<file path="src/rtl/cuDefs_defs.svh">
/*
 Field layout of the instruction word seen by the decode-side control unit.
 Include this wherever an opcode or function field is sliced out of instr.
*/
`ifndef CU_DEFS_SVH
`define CU_DEFS_SVH

// full instruction word
`define CU_INSTR_W 32

// opcode field, top six bits
`define CU_OPC_HI 31
`define CU_OPC_LO 26

// function field, sits at the bottom of the word
`define CU_FUNC_W 3

`endif

</file>
<file path="src/rtl/cuPkg.sv">
/*
 Shared types of the control unit: instruction classes, ALU operations,
 branch kinds and the fetch handshake states. Referenced by scoped name.
*/
package cuPkg;

    typedef enum logic [3:0] {
        clsScalarAlu,   // opcode 000000
        clsVectorAlu,   // opcode 100000
        clsScalarImm,   // opcode 0010xx
        clsLoad,
        clsStore,
        clsVecLoad,
        clsVecStore,
        clsBranchCond,  // beq, bgt
        clsJump,        // b
        clsIllegal
    } instrClassE;

    // encoding matches the function field
    typedef enum logic [2:0] {
        aluAdd = 3'b000,
        aluSub = 3'b001,
        aluAnd = 3'b010,
        aluSll = 3'b011,
        aluOr  = 3'b100,
        aluXor = 3'b101,
        aluSlt = 3'b110,
        aluSrl = 3'b111
    } aluCtrlE;

    typedef enum logic [1:0] {
        brNone,
        brEq,
        brGt,
        brAlways
    } branchKindE;

    typedef enum logic [1:0] {
        lsIdle,     // ready for a request
        lsAck,      // ack high until req drops
        lsWaitLow   // ack low, one cycle before idle
    } linkStateE;

endpackage

</file>
<file path="src/rtl/aluDecoder.sv">
/*
 ALU decoder. Picks the ALU operation from the instruction class and the
 function field; memory and jump classes compute an address with add.
*/
`include "cuDefs_defs.svh"

module aluDecoder (
    input  cuPkg::instrClassE     instrClass,
    input  logic [`CU_FUNC_W-1:0] func,
    output cuPkg::aluCtrlE        aluCtrl
);

    cuPkg::aluCtrlE funcOp;

    assign funcOp = cuPkg::aluCtrlE'(func);

    always_comb begin
        case (instrClass)
            cuPkg::clsScalarAlu,
            cuPkg::clsVectorAlu: begin
                aluCtrl = funcOp;
            end
            cuPkg::clsScalarImm: begin
                // no immediate subtract, falls back to add
                if (funcOp == cuPkg::aluSub) begin
                    aluCtrl = cuPkg::aluAdd;
                end else begin
                    aluCtrl = funcOp;
                end
            end
            cuPkg::clsBranchCond: begin
                aluCtrl = cuPkg::aluSub;    // flags for beq / bgt
            end
            default: begin
                aluCtrl = cuPkg::aluAdd;    // address calc or nothing
            end
        endcase
    end

endmodule

</file>
<file path="src/rtl/branchUnit.sv">
/*
 Resolves the branch in execute from the ALU flags of the compare and
 drives the PC-source select, which also flushes the next instruction.
*/
module branchUnit (
    input  logic              exValid,
    input  cuPkg::branchKindE exBranchKind,
    input  logic              zero,
    input  logic              negative,
    input  logic              overflow,
    output logic              pcSrc
);

    logic taken;

    always_comb begin
        case (exBranchKind)
            cuPkg::brAlways: taken = 1'b1;
            cuPkg::brEq:     taken = zero;
            cuPkg::brGt:     taken = !zero && (negative == overflow);  // signed a > b
            default:         taken = 1'b0;
        endcase
    end

    assign pcSrc = exValid && taken;

endmodule

</file>
<file path="src/rtl/controlUnit.sv">
/*
 Top of the decode-side control unit. Wires the fetch link, both decoders,
 the execute control register and the branch unit together.
*/
`include "cuDefs_defs.svh"

module controlUnit (
    input  logic                   clk,
    input  logic                   arstN,
    input  logic                   instrReq,
    input  logic                   stall,
    input  logic                   zero,
    input  logic                   negative,
    input  logic                   overflow,
    input  logic [`CU_INSTR_W-1:0] instr,
    output logic                   instrAck,
    output logic                   exValid,
    output logic                   exRegW,
    output logic                   exRegWV,
    output logic                   exMemtoReg,
    output logic                   exMemW,
    output logic                   exMemSrc,
    output logic                   exAluSrc,
    output logic                   exIllegal,
    output logic [1:0]             exImmSrc,
    output logic [1:0]             exRegSrc,
    output cuPkg::aluCtrlE         exAluCtrl,
    output cuPkg::branchKindE      exBranchKind,
    output logic                   pcSrc
);

    logic              capture;
    logic              regW;
    logic              regWV;
    logic              memtoReg;
    logic              memW;
    logic              memSrc;
    logic              aluSrc;
    logic              aluOp;
    logic              illegal;
    logic [1:0]        immSrc;
    logic [1:0]        regSrc;
    cuPkg::branchKindE branchKind;
    cuPkg::instrClassE instrClass;
    cuPkg::aluCtrlE    aluCtrl;

    fetchLink u_fetchLink (
        .clk      (clk),
        .arstN    (arstN),
        .instrReq (instrReq),
        .stall    (stall),
        .instrAck (instrAck),
        .capture  (capture)
    );

    mainDecoder u_mainDecoder (
        .instr      (instr),
        .regW       (regW),
        .regWV      (regWV),
        .memtoReg   (memtoReg),
        .memW       (memW),
        .memSrc     (memSrc),
        .aluSrc     (aluSrc),
        .aluOp      (aluOp),
        .illegal    (illegal),
        .immSrc     (immSrc),
        .regSrc     (regSrc),
        .branchKind (branchKind),
        .instrClass (instrClass)
    );

    aluDecoder u_aluDecoder (
        .instrClass (instrClass),
        .func       (instr[`CU_FUNC_W-1:0]),
        .aluCtrl    (aluCtrl)
    );

    execRegister u_execRegister (
        .clk          (clk),
        .arstN        (arstN),
        .capture      (capture),
        .stall        (stall),
        .pcSrc        (pcSrc),
        .regW         (regW),
        .regWV        (regWV),
        .memtoReg     (memtoReg),
        .memW         (memW),
        .memSrc       (memSrc),
        .aluSrc       (aluSrc),
        .aluOp        (aluOp),
        .illegal      (illegal),
        .immSrc       (immSrc),
        .regSrc       (regSrc),
        .branchKind   (branchKind),
        .aluCtrl      (aluCtrl),
        .exValid      (exValid),
        .exRegW       (exRegW),
        .exRegWV      (exRegWV),
        .exMemtoReg   (exMemtoReg),
        .exMemW       (exMemW),
        .exMemSrc     (exMemSrc),
        .exAluSrc     (exAluSrc),
        .exIllegal    (exIllegal),
        .exImmSrc     (exImmSrc),
        .exRegSrc     (exRegSrc),
        .exAluCtrl    (exAluCtrl),
        .exBranchKind (exBranchKind)
    );

    branchUnit u_branchUnit (
        .exValid      (exValid),
        .exBranchKind (exBranchKind),
        .zero         (zero),
        .negative     (negative),
        .overflow     (overflow),
        .pcSrc        (pcSrc)
    );

endmodule

</file>
<file path="src/rtl/execRegister.sv">
/*
 Execute-stage control register. Loads the decoded controls on capture,
 holds them under stall and drops the valid bit when a branch flushes.
*/
module execRegister (
    input  logic               clk,
    input  logic               arstN,
    input  logic               capture,
    input  logic               stall,
    input  logic               pcSrc,
    input  logic               regW,
    input  logic               regWV,
    input  logic               memtoReg,
    input  logic               memW,
    input  logic               memSrc,
    input  logic               aluSrc,
    input  logic               aluOp,
    input  logic               illegal,
    input  logic [1:0]         immSrc,
    input  logic [1:0]         regSrc,
    input  cuPkg::branchKindE  branchKind,
    input  cuPkg::aluCtrlE     aluCtrl,
    output logic               exValid,
    output logic               exRegW,
    output logic               exRegWV,
    output logic               exMemtoReg,
    output logic               exMemW,
    output logic               exMemSrc,
    output logic               exAluSrc,
    output logic               exIllegal,
    output logic [1:0]         exImmSrc,
    output logic [1:0]         exRegSrc,
    output cuPkg::aluCtrlE     exAluCtrl,
    output cuPkg::branchKindE  exBranchKind
);

    logic loadValid;

    assign loadValid = capture && !pcSrc;   // squash behind a taken branch

    always_ff @(posedge clk or negedge arstN) begin
        if (!arstN) begin
            exValid   <= 1'b0;
            exRegW    <= 1'b0;
            exRegWV   <= 1'b0;
            exMemW    <= 1'b0;
            exIllegal <= 1'b0;
        end else if (!stall) begin  // stall holds everything
            exValid   <= loadValid;
            exRegW    <= loadValid && regW;
            exRegWV   <= loadValid && regWV;
            exMemW    <= loadValid && memW;
            exIllegal <= loadValid && illegal;
        end
    end

    always_ff @(posedge clk) begin
        if (capture) begin
            exMemtoReg   <= memtoReg;
            exMemSrc     <= memSrc;
            exAluSrc     <= aluSrc;
            exImmSrc     <= immSrc;
            exRegSrc     <= regSrc;
            exBranchKind <= branchKind;
            exAluCtrl    <= aluOp ? aluCtrl : cuPkg::aluAdd;    // plain add without aluOp
        end
    end

    // decoder never asks for a register write and a memory write together
    assert property (@(posedge clk) disable iff (!arstN)
        !(exRegW && exMemW));

endmodule

</file>
<file path="src/rtl/fetchLink.sv">
/*
 Receiver side of the four-phase req/ack link from fetch. Acknowledges one
 request at a time and pulses capture on the edge that takes the instruction.
*/
module fetchLink (
    input  logic clk,
    input  logic arstN,
    input  logic instrReq,
    input  logic stall,
    output logic instrAck,
    output logic capture
);

    cuPkg::linkStateE state;
    cuPkg::linkStateE nextState;

    assign capture  = (state == cuPkg::lsIdle) && instrReq && !stall;
    assign instrAck = (state == cuPkg::lsAck);

    always_comb begin
        nextState = state;
        case (state)
            cuPkg::lsIdle: begin
                if (capture) nextState = cuPkg::lsAck;
            end
            cuPkg::lsAck: begin
                if (!instrReq) nextState = cuPkg::lsWaitLow;    // ack drops here
            end
            cuPkg::lsWaitLow: begin
                nextState = cuPkg::lsIdle;
            end
            default: begin
                nextState = cuPkg::lsIdle;
            end
        endcase
    end

    always_ff @(posedge clk or negedge arstN) begin
        if (!arstN) begin
            state <= cuPkg::lsIdle;
        end else begin
            state <= nextState;
        end
    end

    // a capture only comes from idle and is answered on the next edge
    assert property (@(posedge clk) disable iff (!arstN)
        capture |-> (state == cuPkg::lsIdle) ##1 instrAck);

    // ack is gone one edge after the request is seen low
    assert property (@(posedge clk) disable iff (!arstN)
        instrAck && !instrReq |=> !instrAck);

endmodule

</file>
<file path="src/rtl/mainDecoder.sv">
/*
 Main decoder. Combinationally turns the opcode and function field of the
 instruction word into datapath controls and an instruction class.
*/
`include "cuDefs_defs.svh"

module mainDecoder (
    input  logic [`CU_INSTR_W-1:0] instr,
    output logic                   regW,
    output logic                   regWV,
    output logic                   memtoReg,
    output logic                   memW,
    output logic                   memSrc,
    output logic                   aluSrc,
    output logic                   aluOp,
    output logic                   illegal,
    output logic [1:0]             immSrc,
    output logic [1:0]             regSrc,
    output cuPkg::branchKindE      branchKind,
    output cuPkg::instrClassE      instrClass
);

    logic [`CU_OPC_HI-`CU_OPC_LO:0] opcode;
    logic [`CU_FUNC_W-1:0]          func;

    assign opcode = instr[`CU_OPC_HI:`CU_OPC_LO];
    assign func   = instr[`CU_FUNC_W-1:0];

    always_comb begin
        regW       = 1'b0;
        regWV      = 1'b0;
        memtoReg   = 1'b0;
        memW       = 1'b0;
        memSrc     = 1'b0;
        aluSrc     = 1'b0;
        aluOp      = 1'b0;
        illegal    = 1'b0;
        immSrc     = 2'b00;
        regSrc     = 2'b00;
        branchKind = cuPkg::brNone;
        instrClass = cuPkg::clsIllegal;

        casez (opcode)
            6'b000000: begin
                instrClass = cuPkg::clsScalarAlu;
                regW       = 1'b1;
                aluOp      = 1'b1;
                if (func[1:0] == 2'b11) begin   // sll / srl take a shift amount
                    aluSrc = 1'b1;
                    immSrc = 2'b11;
                end
            end
            6'b100000: begin
                instrClass = cuPkg::clsVectorAlu;
                regWV      = 1'b1;
                memtoReg   = 1'b1;
                aluOp      = 1'b1;
            end
            6'b0010??: begin
                instrClass = cuPkg::clsScalarImm;
                regW       = 1'b1;
                aluOp      = 1'b1;
                aluSrc     = 1'b1;
            end
            6'b011000, 6'b111000: begin
                instrClass = opcode[5] ? cuPkg::clsVecStore : cuPkg::clsStore;
                memW       = 1'b1;
                memSrc     = opcode[5];                 // vector side memory
                aluSrc     = 1'b1;
                regSrc     = 2'b01;                     // store data from rd
            end
            6'b011001: begin
                instrClass = cuPkg::clsLoad;
                regW       = 1'b1;
                memtoReg   = 1'b1;
                aluSrc     = 1'b1;
            end
            6'b111001: begin
                instrClass = cuPkg::clsVecLoad;
                regWV      = 1'b1;
                memtoReg   = 1'b1;
                memSrc     = 1'b1;
                aluSrc     = 1'b1;
            end
            6'b001100, 6'b001101: begin
                instrClass = cuPkg::clsBranchCond;
                branchKind = opcode[0] ? cuPkg::brGt : cuPkg::brEq;
                aluOp      = 1'b1;                      // compare by subtract
                regSrc     = 2'b01;
            end
            6'b000100: begin
                instrClass = cuPkg::clsJump;
                branchKind = cuPkg::brAlways;
            end
            default: begin
                illegal = 1'b1;     // all writes stay off
            end
        endcase
    end

endmodule

</file>
<file path="config.mk">
export PLATFORM = sky130hd
export DESIGN_NAME = controlUnit
export DESIGN_NICKNAME = d
export VERILOG_FILES = /design/src/rtl/cuPkg.sv /design/src/rtl/aluDecoder.sv /design/src/rtl/branchUnit.sv /design/src/rtl/controlUnit.sv /design/src/rtl/execRegister.sv /design/src/rtl/fetchLink.sv /design/src/rtl/mainDecoder.sv
export VERILOG_INCLUDE_DIRS = /design/src /design/src/rtl
export SDC_FILE = /design/constraint.sdc
export NUM_CORES = 1
export LEC_CHECK = 0
export BUFFER_PORTS_ARGS = -buffer_cell sky130_fd_sc_hd__buf_2
export CAP_MARGIN = 20
export CORE_ASPECT_RATIO = 1.5
export CORE_UTILIZATION = 40
export CTS_CLUSTER_DIAMETER = 60
export DETAILED_ROUTE_END_ITERATION = 8
export PLACE_DENSITY = 0.87
export REMOVE_ABC_BUFFERS = 1
export SYNTH_ARGS = -nofsm -noshare
export SYNTH_HDL_FRONTEND = slang
export SYNTH_SLANG_ARGS = --single-unit
</file>
<file path="constraint.sdc">
create_clock -name clk -period 4.4 [get_ports clk]
set_input_delay 0.66 -clock clk [delete_from_list [all_inputs] [get_ports clk]]
set_output_delay 0.66 -clock clk [all_outputs]
set_load 0.01 [all_outputs]
</file>
==> results of run 1 <==
[path summary, 6_finish.rpt]
kind	startpoint	end	slack [ns]	cells after the start
setup / recovery	overflow	pcSrc	2.39	5
hold / removal	arstN	u_fetchLink.state[0]$_DFFE_PN0P_	0.18	1
setup reg to reg	u_fetchLink.state[0]$_DFFE_PN0P_	u_execRegister.exRegW$_DFFE_PN0N_	2.50	4
hold reg to reg	u_execRegister.exRegWV$_DFFE_PN0N_	u_execRegister.exRegWV$_DFFE_PN0N_	0.50	2
max in group asynchronous	arstN	u_execRegister.exMemW$_DFFE_PN0N_	4.07	1
min in group clk	u_execRegister.exRegWV$_DFFE_PN0N_	u_execRegister.exRegWV$_DFFE_PN0N_	0.50	2
[worst max-delay path, cell delays in order]
cell and delay (ns):
buf_2 0.10, xor2_1 0.15, nor2_1 0.13, o221a_2 0.20, buf_2 0.12
[report_power, final]
part / switching (mW) / internal, mW
logic: 0.0372 / 0.0249
registers: 0.00638 / 0.180
clock network: 0.0464 / 0.0353
[through the flow]
stage	cell area [um2]	power [mW]	hold WS (ns)	std cells
4_1_cts	1089	0.3289	0.1862	143
5_1_grt	1089	0.3463	0.1726	143
6_report	1089	0.3299	0.1798	143
2_1_floorplan	868.3	0.2196	0.3644	83
3_3_place_gp	1062	0.2475	0.4758	139
3_5_place_dp	1062	0.2511	0.4820	139
[routing by layer]
layer / GRT usage / vias to the layer above / share of wire
met5: 0 / - / 0
met4: 0.1244 / 0 / 0.040
met3: 0.04029 / 10 / 0.060
met2: 0.3080 / 42 / 0.56
met1: 0.2033 / 390 / 0.34
li1: - / 382 / -
[state kept, by name, summed over array words and instances, names as in the netlist]
signal	count
u_execRegister.exValid	1
u_execRegister.exAluSrc	1
u_execRegister.exRegWV	1
u_execRegister.exBranchKind	2
u_execRegister.exImmSrc	1
u_fetchLink.state	2
u_execRegister.exMemtoReg	1
u_execRegister.exAluCtrl	3
u_execRegister.exRegSrc	1
u_execRegister.exMemW	1
u_execRegister.exMemSrc	1
u_execRegister.exIllegal	1
u_execRegister.exRegW	1
[cells in the final DEF, fill, tap and decap left out, types with 3 or more instances in the layout]
cell type  count
clkbuf_4       3
inv_1          4
dfrtp_1        7
edfxtp_1      10
nand2_1       14
nor2_1         9
o21ai_0        5
a21oi_1        4
nor3_1         6
nor2b_1        3
buf_2         33
[logic make-up (layout without fill, tap and decap cells)]
kind of cell,count (synthesis),after routing
xor+xnor,2,2
compound gates,20,20
flops,17,17
other cells,1,1
simple gates,39,39
buf+inv,12,41
[area by class of cell]
type	instances	area, um2
Sequential cell	17	475.5
Fill cell	201	1119
Tap cell	23	28.78
Multi-Input combinational cell	62	377.9
Timing Repair Buffer	33	165.2
Inverter	4	15.01
Clock buffer	4	26.28
==> flow_metrics.tcl, run 1 <==
set metrics [dict create \
    arrival_ns 1.35 \
    seq_area_frac_synth 0.5128 \
    startpoint_type "input pin" \
    path_clk_slew_ns 0.09 \
    design.die.area_um2 2518 \
    synth_area_leaders "edfxtp_1, dfrtp_1, nand2_1" \
    totalWireLength_um 1939 \
    ir_worst_vdd_v 0.0001492 \
    final-max-slew-violation-count 0 \
    tightest_slew_ns 0.7224 \
    routedWlPerCell_um 13.56 \
    end_kind "output port" \
    grt-ovfl-total 0 \
    relSlewSlack 0.5164 \
    cts.sinks 17 \
    synth_compound_area_frac 0.1484 \
    synth-simple-area-share 0.2362 \
    path_class "in2out" \
    synth-warning-count 0 \
    grt_pass1_wl_um 3153 \
    ant_nets 0 \
    track_usage 0.1870 \
    grt_max_degree 13 \
    post-route-util 0.4932 \
    ys_async_sr_fraction 0.4118 \
    synth_flop_cell "edfxtp_1" \
    grt_pass1_vias 739 \
    hold_path_class "in2async" \
    remaining_drc_errors 0 \
    setup_slack_ns 2.385 \
    yosys.cell_count.top_type "nand2_1" \
    dp.final_hpwl_um 1477 \
    yosys.area.top_type "edfxtp_1" \
    row_count 21 \
    clock_latency_ns 0.29 \
    synthCells 91 \
    antenna_found_initial 0 \
    gp_congestion 0.8735 \
    drive_gt1_frac 0.3500 \
    synth.avg_cell_area_um2 10.19 \
    die_h_um 60.97 \
    start_util 0.4201 \
    portBuffers 33 \
    diodes 0 \
    core_um2 2207 \
    syn_area_um2 927.1 \
    drt_iter0_markers 35 \
    setup_viol 0 \
    cp_data_required_time_ns 3.74 \
    synthAdderAreaFrac 0 \
    grt_setup_unrepaired "no" \
    synth-seq-cells 17 \
    cts_hold_buffers 0 \
    fp.dieW_um 41.31 \
    setup_tns_ns 0 \
    hold_violations 0 \
    avgViaCountPerCell 5.762 \
    fin_crit_ns 2.015 \
    firstDrtPassIters 4 \
    syn_to_final_growth_pct 17.41 \
    synth_top_family_by_area "simple AND/OR/NAND/NOR gates" \
    cts_buffer_depth 2 \
    boundaryPins 58 \
    synth_edf_count 10 \
    synth-xor-area-share 0.01889 \
    cts_buffers 3 \
    skew_ns 0.0008696 \
    layout.nets 160 \
    cp_max_fo 2 \
    cellLeakagePower_nw 0.5022 \
    min_period_over_period 0.4579 \
    p_per_area_nw_per_um2 303.1 \
    htreeDepth 1 \
    max_cap_violations 0 \
    cts-root-buf "clkbuf_4" \
    ys_top_cells_by_count "nand2_1, edfxtp_1, nor2_1" \
    fmax_ghz 0.4964 \
    dpl_worst_slack_ns 2.115 \
    synthMuxAreaShare 0 \
    synth.distinct_cells 31 \
    status "finished, final reports clean" \
    cts_tree "yes" \
    vias 824 \
    synth_top_area_frac 0.3239 \
    cts_resized 0 \
    cts_setup_buffers 0 \
]
(Power assumes the default switching activity.)
==> inputs of run 2 (changes only) <==
- ABC_AREA: not set -> 1
- PLACE_DENSITY: 0.87 -> 0.88
- clock period: 4.4 -> 2.1 ns (I/O delays scaled with it)
==> flow_metrics.tcl, run 2 <==
set metrics [dict create \
    cts_setup_buffers 0 \
    min_to "u_fetchLink.state[1]$_DFFE_PN0P_" \
    grt_max_degree 12 \
    dp.final_hpwl_um 1341 \
    critPathMaxStageDelay_ns 0.39 \
    boundaryPins 58 \
    status "finished, final reports clean" \
    max_cap_violations 0 \
    largest_reg_flops 3 \
    synth_edf_count 10 \
    layout.nets 175 \
    p_per_area_nw_per_um2 616.6 \
    firstDrtPassIters 4 \
    synthCells 99 \
    syn_area_um2 860.8 \
    setup_slack_ns 0.7082 \
    remaining_drc_errors 0 \
    min_period_over_period 0.6627 \
    fin_crit_ns 1.392 \
    synth_top_area_frac 0.3488 \
    drt_iter0_markers 18 \
    setup_tns_ns 0 \
    start_util 0.4247 \
    synth.avg_cell_area_um2 8.695 \
    instances_no_fill 157 \
    grt_setup_unrepaired "no" \
    cts-root-buf "clkbuf_4" \
    dpl_worst_slack_ns 0.7991 \
    startpoint_type "flip-flop" \
    critical-path-top-delay-family "flip-flops" \
    synth_flop_cell "edfxtp_1" \
    cp_data_required_time_ns 1.78 \
    synth-warning-count 0 \
    yosys.area.top_type "edfxtp_1" \
    die_h_um 58.82 \
    grt_pass1_wl_um 2566 \
    fmax_ghz 0.7185 \
    avgViaCountPerCell 4.987 \
    setup_viol 0 \
    ys_async_sr_fraction 0.4118 \
    min_from "instrReq" \
    portBuffers 33 \
    timing.critical_path.buf_inv 2 \
    fp.dieW_um 39.88 \
    ant_nets 0 \
    core_um2 2027 \
    whs_ns 0.2098 \
    setup.worst_path.start "u_execRegister.exBranchKind[1]$_DFFE_PP_" \
    totalWireLength_um 1597 \
    fillerInstances 180 \
    ys_top_cells_by_count "nand2_1, inv_1, nor2_1" \
    path_class "reg2out" \
    path_clk_slew_ns 0.09 \
    finalPower_mw 0.6627 \
    dp.cells 152 \
    regMostFlops "u_execRegister.exAluCtrl" \
    synth.distinct_cells 21 \
    grt-ovfl-total 0 \
    final-max-slew-violation-count 0 \
    diodes 0 \
    syn_to_final_growth_pct 24.85 \
    cp_cell_sequence "nor2_1 > nor2_1 > nand2_1 > inv_1 > buf_2" \
    drive_gt1_frac 0.3481 \
    skew_ns 0.005310 \
    antenna_found_initial 0 \
    vias 783 \
    synth_area_leaders "edfxtp_1, dfrtp_1, nand2_1" \
    design.die.area_um2 2345 \
    yosys.cell_count.top_type "nand2_1" \
    r2r_cells 3 \
    clock_latency_ns 0.28 \
    rrSetupSlack_ns 0.82 \
    cts_buffers 3 \
    grt_pass1_vias 727 \
    synth-seq-cells 17 \
    row_count 20 \
    hold_path_class "in2reg" \
    post-route-util 0.5302 \
    hold_depth 2 \
    cp_max_fo 2 \
    arrival_ns 1.08 \
    final_cell_area_um2 1075 \
    cts.sinks 17 \
    largestRegisters "u_execRegister.exAluCtrl: 3 flops, u_execRegister.exBranchKind: 2 flops, u_fetchLink.state: 2 flops" \
    gp_congestion 0.8316 \
    cellLeakagePower_nw 0.5889 \
    cts_buffer_depth 2 \
    hold_violations 0 \
    htreeDepth 1 \
    final_common_cell "buf_2" \
    track_usage 0.1565 \
    slowest_stage "edfxtp_1" \
    final_cell_mix "buf_2, nand2_1, inv_1" \
    ir_worst_vdd_v 0.0002299 \
    seq_area_frac_synth 0.5523 \
    placed_cell_area_um2 1039 \
    crit_path_frequent_cell "nor2_1" \
    timing.rr.start "u_fetchLink.state[1]$_DFFE_PN0P_" \
    routedWlPerCell_um 10.17 \
    r2r_end "u_execRegister.exMemSrc$_DFFE_PP_" \
    cts_tree "yes" \
    end_kind "output port" \
]
run 2: cell types whose count changed in the layout (fill, tap and decap cells not counted), moves of 4 or more:
cell     before  now
inv_1         4   13
nand2_1      14   25
nand3_1       0    7
nor2_2        0    4
nor3_1        6    1
run 2: layout make-up:
type	instances	area (um2)	area share
timing repair buffer	34	175.2	0.1630
clock buffer	4	26.28	0.02445
multi-input combinational	65	314.1	0.2922
tap	22	27.53	0.02561
inverter	15	56.30	0.05239
sequential	17	475.5	0.4424
run 2: cells by family (layout without fill, tap and decap cells):
| logic type | Yosys count | count (layout) | synth area share |
|---|---|---|---|
| compound gates | 12 | 12 | 0.08866 |
| buf+inv | 17 | 53 | 0.08285 |
| flops | 17 | 17 | 0.5523 |
| other cells | 1 | 1 | 0.004356 |
| simple gates | 52 | 52 | 0.2718 |
run 2: routing by layer:
layer	track usage	up-vias	wire [um]
met5	0	-	0
met4	0.1232	0	25
met3	0.01132	3	106
met2	0.2788	34	861
met1	0.1510	357	603
li1	-	389	-
run 2: repair_timing:
item,in CTS,in global routing
gates resized for setup,0,0
endpoints found under the hold margin,7,0
setup endpoints to repair,0,0
hold buffers,1,0
run 2: power by group:
group          switching [mW]  internal (mW)  total (mW)
Sequential            0.00775          0.376       0.383
Combinational          0.0722         0.0433       0.116
Clock                  0.0899         0.0738       0.164
run 2: worst max path at each step:
| stage | to | slack, ns | cells after the start |
|---|---|---|---|
| floorplan | u_execRegister.exAluCtrl[0]$_SDFFCE_PN0P_ | 0.97 | 3 |
| global placement | u_execRegister.exMemSrc$_DFFE_PP_ | 0.81 | 4 |
| finish | pcSrc | 0.71 | 5 |
| global route | pcSrc | 0.63 | 5 |
| CTS | pcSrc | 0.69 | 5 |
| detailed placement | u_execRegister.exMemSrc$_DFFE_PP_ | 0.80 | 4 |
